$ cat config.mk
export PLATFORM = sky130hd
export DESIGN_NAME = cache_ctrl
export DESIGN_NICKNAME = d
export VERILOG_FILES = /design/src/common/cache_pkg.sv /design/src/cache/cache_ctrl.sv
export SDC_FILE = /design/constraint.sdc
export NUM_CORES = 1
export LEC_CHECK = 0
export ABC_AREA = 1
export BUFFER_PORTS_ARGS = -buffer_cell sky130_fd_sc_hd__buf_2
export CAP_MARGIN = 20
export CORE_MARGIN = 4
export CORE_UTILIZATION = 19
export DETAILED_ROUTE_END_ITERATION = 8
export PLACE_DENSITY = 0.75
export SYNTH_ARGS = -nofsm -noshare
export SYNTH_HDL_FRONTEND = slang
export SYNTH_SLANG_ARGS = --single-unit
$ cat constraint.sdc
create_clock -name CPU_CLK -period 1.15 [get_ports CPU_CLK]
set_input_delay 0.0575 -clock CPU_CLK [delete_from_list [all_inputs] [get_ports CPU_CLK]]
set_output_delay 0.0575 -clock CPU_CLK [all_outputs]
set_load 0.05 [all_outputs]
$ cat src/common/cache_pkg.sv
package cache_pkg;

  // ------------------------------
  // address fields
  // ------------------------------

  // cpu virtual address, byte granular
  localparam int VADDR_W = 32;
  // physical page number out of the tlb
  localparam int PPN_W   = 14;
  // virtual page tag, address bits 31:18
  localparam int VTAG_W  = 14;
  // index into the cache, tag and tlb arrays
  localparam int IDX_W   = 8;
  // cache tag is physical address bits 31:10
  localparam int CTAG_W  = PPN_W + IDX_W;

  // ------------------------------
  // bundles
  // ------------------------------

  // one tlb slot, loaded from cpu write data
  // bits 29:16 carry the page, bits 13:0 the virtual tag
  typedef struct packed {
    logic [PPN_W-1:0]  ppn;
    logic [VTAG_W-1:0] vtag;
  } tlb_entry_t;

  // cpu access as seen in the cycle phase
  typedef struct packed {
    logic [VADDR_W-1:0] addr;
    logic [31:0]        wdata;
    logic               we;
  } cpu_req_t;

  // memory side request, word addressed
  // held stable until the ack is sampled
  typedef struct packed {
    logic [VADDR_W-3:0] addr;
    logic [31:0]        wdata;
    logic               we;
    logic               active;
  } mem_req_t;

  // ------------------------------
  // controller
  // ------------------------------

  // IDLE       hits, faults and new accesses
  // REFILL     line fill from memory, one word per ack
  // REREAD     one cycle for the arrays to read the new line
  // WRITE_MEM  write-through, waits for the single ack
  // TLB_WRITE  slot written, tlb re-read at the held address
  typedef enum logic [2:0] {
    IDLE,
    REFILL,
    REREAD,
    WRITE_MEM,
    TLB_WRITE
  } ctrl_state_e;

endpackage

$ cat src/cache/cache_ctrl.sv
`timescale 1ns/10ps

module cache_ctrl #(
  parameter int REFILL_WORDS = 2
) (
  input  logic                  CPU_CLK,
  input  logic                  RST,
  input  cache_pkg::cpu_req_t   req,
  input  logic                  tlb_we,
  input  logic                  hit,
  input  logic                  fault,
  input  logic                  last_word,
  input  logic                  dma_grant,
  input  logic                  mem_ack,
  output cache_pkg::ctrl_state_e state,
  output logic                  busy_n,
  output logic                  tlb_busy,
  output logic                  mem_active,
  output logic                  refill_start,
  output logic                  refill_step,
  output logic                  array_we,
  output logic                  fill_sel
);

  cache_pkg::ctrl_state_e next_state;
  logic                   mem_phase;
  logic                   ack_ok;
  logic                   write_done;

  // ------------------------------
  // memory handshake
  // ------------------------------

  assign mem_phase  = (state == cache_pkg::REFILL) || (state == cache_pkg::WRITE_MEM);
  // no request goes out without the dma grant
  assign mem_active = mem_phase && dma_grant;
  assign ack_ok     = mem_active && mem_ack;

  // ------------------------------
  // next state and enables
  // ------------------------------

  always_comb
  begin
    next_state   = state;
    busy_n       = 1'b0;
    tlb_busy     = 1'b0;
    refill_start = 1'b0;
    refill_step  = 1'b0;
    array_we     = 1'b0;
    fill_sel     = 1'b0;
    case (state)
      cache_pkg::IDLE:
      begin
        busy_n = 1'b1;
        if (tlb_we)
        begin
          // cpu holds the read while the slot is rewritten
          busy_n     = 1'b0;
          next_state = cache_pkg::TLB_WRITE;
        end
        else if (fault)
        begin
          // access dropped, nothing else happens
          busy_n = 1'b1;
        end
        else if (req.we)
        begin
          // completion cycle of the previous write-through
          if (!write_done)
          begin
            busy_n     = 1'b0;
            next_state = cache_pkg::WRITE_MEM;
          end
        end
        else if (!hit)
        begin
          busy_n       = 1'b0;
          refill_start = 1'b1;
          next_state   = cache_pkg::REFILL;
        end
      end
      cache_pkg::REFILL:
      begin
        fill_sel = 1'b1;
        if (ack_ok)
        begin
          array_we    = 1'b1;
          refill_step = 1'b1;
          if (last_word)
            next_state = cache_pkg::REREAD;
        end
      end
      cache_pkg::REREAD:
      begin
        next_state = cache_pkg::IDLE;
      end
      cache_pkg::WRITE_MEM:
      begin
        if (ack_ok)
        begin
          // no write-allocate, only a hit touches the array
          array_we   = hit;
          next_state = cache_pkg::IDLE;
        end
      end
      cache_pkg::TLB_WRITE:
      begin
        tlb_busy   = 1'b1;
        next_state = cache_pkg::IDLE;
      end
      default:
      begin
        next_state = cache_pkg::IDLE;
      end
    endcase
  end

  // ------------------------------
  // state registers
  // ------------------------------

  always_ff @(posedge CPU_CLK)
  begin
    if (!RST)
    begin
      state      <= cache_pkg::IDLE;
      write_done <= 1'b0;
    end
    else
    begin
      state      <= next_state;
      write_done <= (state == cache_pkg::WRITE_MEM) && ack_ok;
    end
  end

endmodule

== Yosys cells after proc, flatten, opt, wreduce, memory -nomap -nowiden ==
Cells that the tools add are included.
Operators by class
  reduce and logical (&&, ||, !) cells: 6
  equal/unequal tests: 9
  muxes and demuxes: 26
Operators with widths (count)
  $mux W3: 8
  $mux W1: 16
  $pmux W3 S3: 1
  $ne A4 B4 Y1 const B: 2
  $ne A2 B2 Y1 const B: 3
  $reduce_and A6 Y1: 1
  $eq A3 B1 Y1 const B: 1
  $eq A3 B2 Y1 const B: 1
  $eq A3 B3 Y1 const B: 1
  $logic_and A1 B1 Y1: 3
  $logic_not A3 Y1: 1
  $ne A3 B3 Y1 const B: 1
  $pmux W1 S2: 1
  $logic_or A1 B1 Y1: 1
Word-level totals
  output and inout bits: 10
  logic and storage cells: 43
  bits of input ports: 73
  register bits after elaboration: 4

== Longest topological paths before layout ==
Gate-level depths: netlist of the first run.
  word-level depth: 6
  gate-level depth with buffers: 7
  gate-level depth less buffers: 7

== Least setup slack after synthesis of the first run ==
Ideal clock, no wire load.
  path type: flip-flop to output port
  start: reg state[0]
  end: out array_we
  stages on the path, launching flop included: 5
  required time: 1092 ps
  arrival time: 2573 ps
  slack: -1480 ps
  cells stage by stage: dfxtp_1 nand2_1 nor2_1 nand2_1 a21oi_1
On the way
  longest elaborated chain between the ends: 6
Ends and longest elaborated chain
  start, declared: line cache_ctrl.sv:15  | output cache_pkg::ctrl_state_e state,
  start signal, assigned: line cache_ctrl.sv:127  | state <= cache_pkg::IDLE;
  start signal, assigned: line cache_ctrl.sv:132  | state <= next_state;
  $eq A3 B1 Y1 / $eq A3 B2 Y1 (equally long branches): line cache_ctrl.sv:34  | assign mem_phase = (state == cache_pkg::REFILL) || (state == cache_pkg::WRITE_MEM);
  $logic_or A1 B1 Y1 (*): line cache_ctrl.sv:34
  $logic_and A1 B1 Y1 (*): line cache_ctrl.sv:36  | assign mem_active = mem_phase && dma_grant;
  net mem_active: line cache_ctrl.sv:18  | output logic mem_active,
  $logic_and A1 B1 Y1 (*): line cache_ctrl.sv:37  | assign ack_ok = mem_active && mem_ack;
  $mux W1, on equally long branches: line cache_ctrl.sv:100, cache_ctrl.sv:86
  $pmux W1 S2 (*): line cache_ctrl.sv:52  | case (state)
  end, declared: line cache_ctrl.sv:21  | output logic array_we,
Mark *: on every way through the listed nets, which the timed path passes. The rest lies on a longest branch.

== Worst setup path after layout of the first run ==
  start: reg state[2]
  end: out busy_n
On the way
  longest elaborated chain between the ends: 2
Ends and longest elaborated chain
  $logic_not A3 Y1: line cache_ctrl.sv:52
  $mux W1: line cache_ctrl.sv:52
  end, declared: line cache_ctrl.sv:16  | output logic busy_n,
No other way between the ends.

==> results of run 1 <==
==> area by class of cell <==
cell class / instances / area (sq um) / area share [%]
clock buffer: 4 / 26.3 / 3.69
inverter: 10 / 40.0 / 5.62
multi-input combinational: 37 / 299 / 42.0
sequential: 4 / 91.3 / 12.8
tap: 16 / 20.0 / 2.81
timing repair buffer: 29 / 235 / 33.0
==> power breakdown <==
part | total [mW] | internal [mW] | switching, mW
Combinational | 0.651 | 0.261 | 0.390
Clock | 0.204 | 0.131 | 0.0724
Sequential | 0.195 | 0.164 | 0.0315
Total | 1.05 | 0.556 | 0.494
==> flip-flops by register name (all words and copies together), names as in the netlist <==
signal and count:
state 3, write_done 1
==> metal layers <==
layer | up-vias | share of wire [%] | GRT usage [%]
met2 | 16 | 53 | 17.2
met5 | - | 0 | 0
li1 | 227 | - | -
met3 | 2 | 7.6 | 3.38
met4 | 0 | 1.8 | 8.06
met1 | 203 | 37 | 9.19
==> metrics by stage <==
step | hold WS [ps] | util [%] | std cells
floorplan | 182 | - | 51
global placement | 321 | 36.1 | 91
detailed placement | 334 | 36.1 | 91
CTS | 83.7 | 42.9 | 97
global route | 59.6 | 47.3 | 100
finish | 76.2 | 47.3 | 100
==> worst paths after layout <==
path,start,end,depth (start not counted)
worst min register to register,state[1],write_done,3
worst max-delay path,state[2],busy_n,6
worst min-delay path,RST,state[0],3
worst max register to register,state[2],state[1],8
==> synth_stat cells <==
| library cell | number | area share [%] |
|---|---|---|
| nor2_1 | 7 | 8.6 |
| nand2_2 | 1 | 2.1 |
| nand3_1 | 5 | 8.2 |
| nand4_1 | 1 | 2.1 |
| nand3b_1 | 1 | 2.5 |
| dfxtp_1 | 4 | 26 |
| a21oi_1 | 2 | 3.3 |
| or2_2 | 1 | 2.1 |
| a31oi_1 | 1 | 2.1 |
| o21ai_1 | 1 | 1.6 |
| inv_1 | 10 | 12 |
| nor2_2 | 2 | 4.1 |
| o21ai_0 | 1 | 1.6 |
| nor4_1 | 1 | 2.1 |
| nand2_1 | 9 | 11 |
| a21oi_2 | 1 | 2.9 |
| nor3_1 | 2 | 3.3 |
| nor2_4 | 1 | 3.7 |
==> cell families after synthesis <==
logic type,Yosys count,synth area share (%)
AOI/OAI and AO/OA,6,11.5
buffers and inverters,10,12.3
DFF,4,26.3
and+or+nand+nor,31,49.8
==> critical path, delay by kind of cell (launching register included) <==
family	cells	cell delay, ps
simple gates	4	400
flops	1	360
buf+inv	2	230
==> cells in the final DEF (no fill, tap or decap), types with 2 or more instances in the layout <==
cell	instances
buf_2	11
buf_4	10
buf_6	4
buf_8	4
clkbuf_4	3
dfxtp_4	3
inv_1	7
inv_2	2
nand2_1	4
nand2_2	2
nand2_4	4
nand3_1	2
nand3_2	3
nor2_1	2
nor2_2	4
nor2_4	4
==> timing repair <==
action | in CTS | in global routing
setup buffers | 2 | 4
resized for setup | 18 | 14
hold buffers | 0 | 0
setup endpoints to repair | 8 | 8
pin swaps | 6 | 4
==> results.tsv, run 1 <==
metric	value	unit
outcome	finished with violations	
violations	negative setup slack	
synth.avg_cell_area	5.96	sq um
cts_tree	yes	
syn-num-nets	124	
worstPathArrival	1240	ps
relSlewSlack	83.3	%
crit_required	1090	ps
rrSetupSlack	-60	ps
synthesis.area	304	sq um
p_leak	0.337	nW
coreArea	1510	sq um
gr-total-overflow	0	
ant_nets	0	
cp-start-kind	flop	
hpwl	811	microns
place_ws	-13.4	ps
finalMaxSlewViolations	0	
die-area	2300	sq um
cts-root-buf	clkbuf_4	
powerDensity	1470	nW/um^2
period_share	113	%
layout_setup_ws	-151	ps
ys_seq_elements	4	
io_pins	83	
grt_pass1_vias	392	
clock_latency	250	ps
grt_first_pass_wirelength	1.49	mm
gp_congestion	0.799	
die_h	48	microns
cpMaxStageDelayCell	dfxtp_4	
skew	12.8	ps
worst-setup-path-type	reg2out	
period_minus_slack	1300	ps
placed_area	544	sq um
grt_usage	9.86	%
cp_max_fo	3	
clockBufferDepth	2	
cts_made_buffers	3	
std_cell_rows	14	
fmax	769	MHz
endpoint_kind	primary output	
fin_nets	158	
max_stage_delay	360	ps
h-tree-depth	1	
synth.distinct_cells	18	
n_antenna_cell	0	
drc_errors	0	
synthCells	51	
vias_per_cell	4.48	
cts_num_sinks	4	
seq_area_frac_synth	26.3	%
yosysWarnings	0	
rsz0062_at_grt	yes	
wl_per_cell	10.9	microns
grt_max_degree	7	
vias	448	
path_cells	nor2_4 -> nand3_2 -> nor2_2 -> inv_1 -> nand2_4 -> buf_8	
design_area	712	sq um
drive_gt1_share	71.4	%
drt-total-wl	1.09	mm
drtPass1Iterations	4	
worstMarginPinSlew	252	ps
hold_viol	0	
setup-tns-final	-610	ps
cap_violations	0	
total_power	1.05	mW
drt-initial-drc-count	6	
setup_viol	8	
min_path_type	in2reg	
die_x	48	microns
ir_worst_vdd	0.570	mV
antenna_found_initial	0	
fillCellCount	144	
syn_to_final_growth	134	%
start_util	20.2	%
io_buffers	18	
path_clk_slew	50	ps
Note: power is estimated with default switching activity, not from simulation.
==> run 2: changes to the inputs <==
--- a/config.mk
+++ b/config.mk
@@ -5,13 +5,12 @@
 export SDC_FILE = /design/constraint.sdc
 export NUM_CORES = 1
 export LEC_CHECK = 0
-export ABC_AREA = 1
 export BUFFER_PORTS_ARGS = -buffer_cell sky130_fd_sc_hd__buf_2
 export CAP_MARGIN = 20
 export CORE_MARGIN = 4
-export CORE_UTILIZATION = 19
+export CORE_UTILIZATION = 17
 export DETAILED_ROUTE_END_ITERATION = 8
-export PLACE_DENSITY = 0.75
+export PLACE_DENSITY = 0.74
 export SYNTH_ARGS = -nofsm -noshare
 export SYNTH_HDL_FRONTEND = slang
 export SYNTH_SLANG_ARGS = --single-unit
==> results.tsv, run 2 <==
metric	value	unit	change
synthTopCellsByCount	4 x dfxtp_1, 4 x nand2_1, 4 x nor2_1		
io_pins	83		unchanged
total_power	665	uW	-37%
yosysWarnings	0		unchanged
gp_congestion	0.793		-0.84%
gr-total-overflow	0		unchanged
start_util	19.2	%	-1.0 points
ys_async_sr_fraction	0	%	unchanged
min_path_type	in2reg		
path_clk_slew	30	ps	-20 ps
seq_area	86.3	sq um	-5.5%
cap_violations	0		unchanged
clock_latency	240	ps	about the same
grt_first_pass_wirelength	1.80	mm	+21%
hold_buffers	0		unchanged
clockBufferDepth	2		unchanged
drt-total-wl	1.14	mm	+4.0%
yosys.area_share.simple	41.5	%	-8.3 points
rsz0062_at_grt	yes		
skew	12.5	ps	-0.290 ps
synth.avg_cell_area	8.04	sq um	+35%
drc_errors	0		unchanged
layout_common_cells	12 x buf_6, 9 x buf_2, 8 x buf_4		
switching_share	36.4	%	-11 points
final_common_cell	buf_6		
std_cell_rows	13		-1
instances_no_fill	84		-16%
die-area	2260	sq um	-2.1%
synth_top_family_by_area	simple AND/OR/NAND/NOR gates		
grt_usage	12.1	%	+2.2 points
cpMaxStageDelayCell	or4_4		
n_antenna_cell	0		unchanged
fin_hold_ws	101	ps	+24.4 ps
p_int	423	uW	-24%
crit_start	state[0]		
cts_made_buffers	3		unchanged
layout_setup_ws	-455	ps	-304 ps
ant_nets	0		unchanged
die_x	47.5	microns	-1.0%
worst-setup-path-type	reg2out		
seq_area_frac_synth	30.2	%	+3.9 points
worstPathArrival	1550	ps	+310 ps
relSlewSlack	78.7	%	-4.6 points
syn_to_final_growth	168	%	
setup_viol	10		+2
coreArea	1380	sq um	-8.2%
muxShareOfSynthArea	3.77	%	+3.8 points
ys_seq_elements	4		unchanged
endpoint_kind	primary output		
combPwrFrac	47.7	%	-14 points
powerDensity	935	nW/um^2	-37%
fin_nets	143		-9.5%
period_share	140	%	+26 points
period_minus_slack	1600	ps	+304 ps
synth_xor_area_share	0	%	unchanged
crit_required	1090	ps	about the same
grt_max_degree	11		+4
h-tree-depth	1		unchanged
synth_edf_count	0		unchanged
hpwl	752	microns	-7.3%
drive_gt1_share	78.3	%	+6.8 points
path_cells	or4_4 -> buf_12 -> a21oi_4 -> buf_6		
placed_cells	72		-21%
fillCellCount	134		-6.9%
largest_reg_flops	3		unchanged
post-synth-top-area-cell	dfxtp_1		
power_frac_clock	29.4	%	+10 points
synth_fa_ha_area_share	0	%	unchanged
r2r-start	state[0]		
cts_tree	yes		
worstMarginPinSlew	310	ps	+58.0 ps
largestRegisters	state (3), write_done (1)		
top_register	state		
drtPass1Iterations	3		-1
ir_worst_vdd	0.716	mV	+26%
seq_power_share	22.9	%	+4.3 points
vias_per_cell	4.76		+6.3%
antenna_found_initial	0		unchanged
syn-num-nets	106		-15%
vias	400		-11%
cp_max_fo	2		-1
hold_viol	0		unchanged
synth.distinct_cells	19		+1
io_buffers	18		unchanged
finalMaxSlewViolations	0		unchanged
cts-root-buf	clkbuf_4		
cts_num_sinks	4		unchanged
synth_ff_type	dfxtp_1		
synth_top_cell_area_share	30.2	%	+3.9 points
synth_area_leaders	dfxtp_1 30%, nand2_1 5.7%, nor2_1 5.7%		
synth_compound_area_share	16.0	%	+4.5 points
multi_input_area	272	sq um	-9.2%
synthesis.area	265	sq um	-13%
synthCells	33		-35%
violations	negative setup slack		
p_leak	0.324	nW	-3.9%
die_h	47.5	microns	-1.0%
outcome	finished with violations		
fmax	623	MHz	-19%
drt-initial-drc-count	8		+2
wl_per_cell	13.5	microns	+24%
holdCritStartpoint	tlb_we		
p_switching	242	uW	-51%
cp-start-kind	flop		
grt_pass1_vias	407		+3.8%
max_stage_delay	550	ps	+190 ps
-- run 2: final cells by class --
type | instances | share of cell area (%)
Clock buffer | 4 | 3.69
Inverter | 3 | 1.58
Multi-Input combinational cell | 25 | 38.1
Sequential cell | 4 | 12.1
Tap cell | 15 | 2.64
Timing Repair Buffer | 33 | 41.8
-- run 2: power groups by stage --
stage,registers (mW),clock network (mW),logic (mW)
floorplan,0.185,0,0.109
global placement,0.153,0,0.206
detailed placement,0.154,0,0.210
CTS,0.152,0.203,0.279
global route,0.153,0.215,0.335
finish,0.152,0.196,0.318
-- run 2: repair_timing --
action	in CTS	in global routing
setup endpoints to repair	10	11
buffers inserted	6	5
gates resized for setup	26	14
pin swaps	4	3
-- run 2: kinds of logic after synthesis --
logic type	after synthesis
simple gates	18
mux	1
compound gates	6
buf+inv	4
flops	4
-- run 2: metal layers --
metal	vias up	track usage, %	share of wire, %
li1	190	-	-
met1	188	12.9	36
met2	18	19.5	53
met3	4	5.64	8.8
met4	0	6.63	2.4
met5	-	0	0
-- run 2: metrics by stage --
step / setup TNS [ps] / util (%) / instance area (sq um) / setup slack (ps)
finish: -2440 / 51.5 / 712 / -455
global route: -3100 / 51.5 / 712 / -498
CTS: -2440 / 45.2 / 626 / -469
detailed placement: -1350 / 32.9 / 454 / -312
global placement: -1220 / 32.9 / 454 / -256
floorplan: -2430 / - / 304 / -534
-- run 2: final timing paths --
| path | depth (start not counted) | end | slack [ps] |
|---|---|---|---|
| max | 4 | busy_n | -450 |
| min | 3 | state[2] | 100 |
| max reg2reg | 5 | state[1] | -280 |
| min reg2reg | 3 | state[2] | 640 |
-- run 2: critical path, delay by kind of cell (launching register included) --
kind,cells,cell delay [ps]
flip-flops,1,310
buffers and inverters,2,330
AND/OR/NAND/NOR,1,550
AO/OA/AOI/OAI,1,130
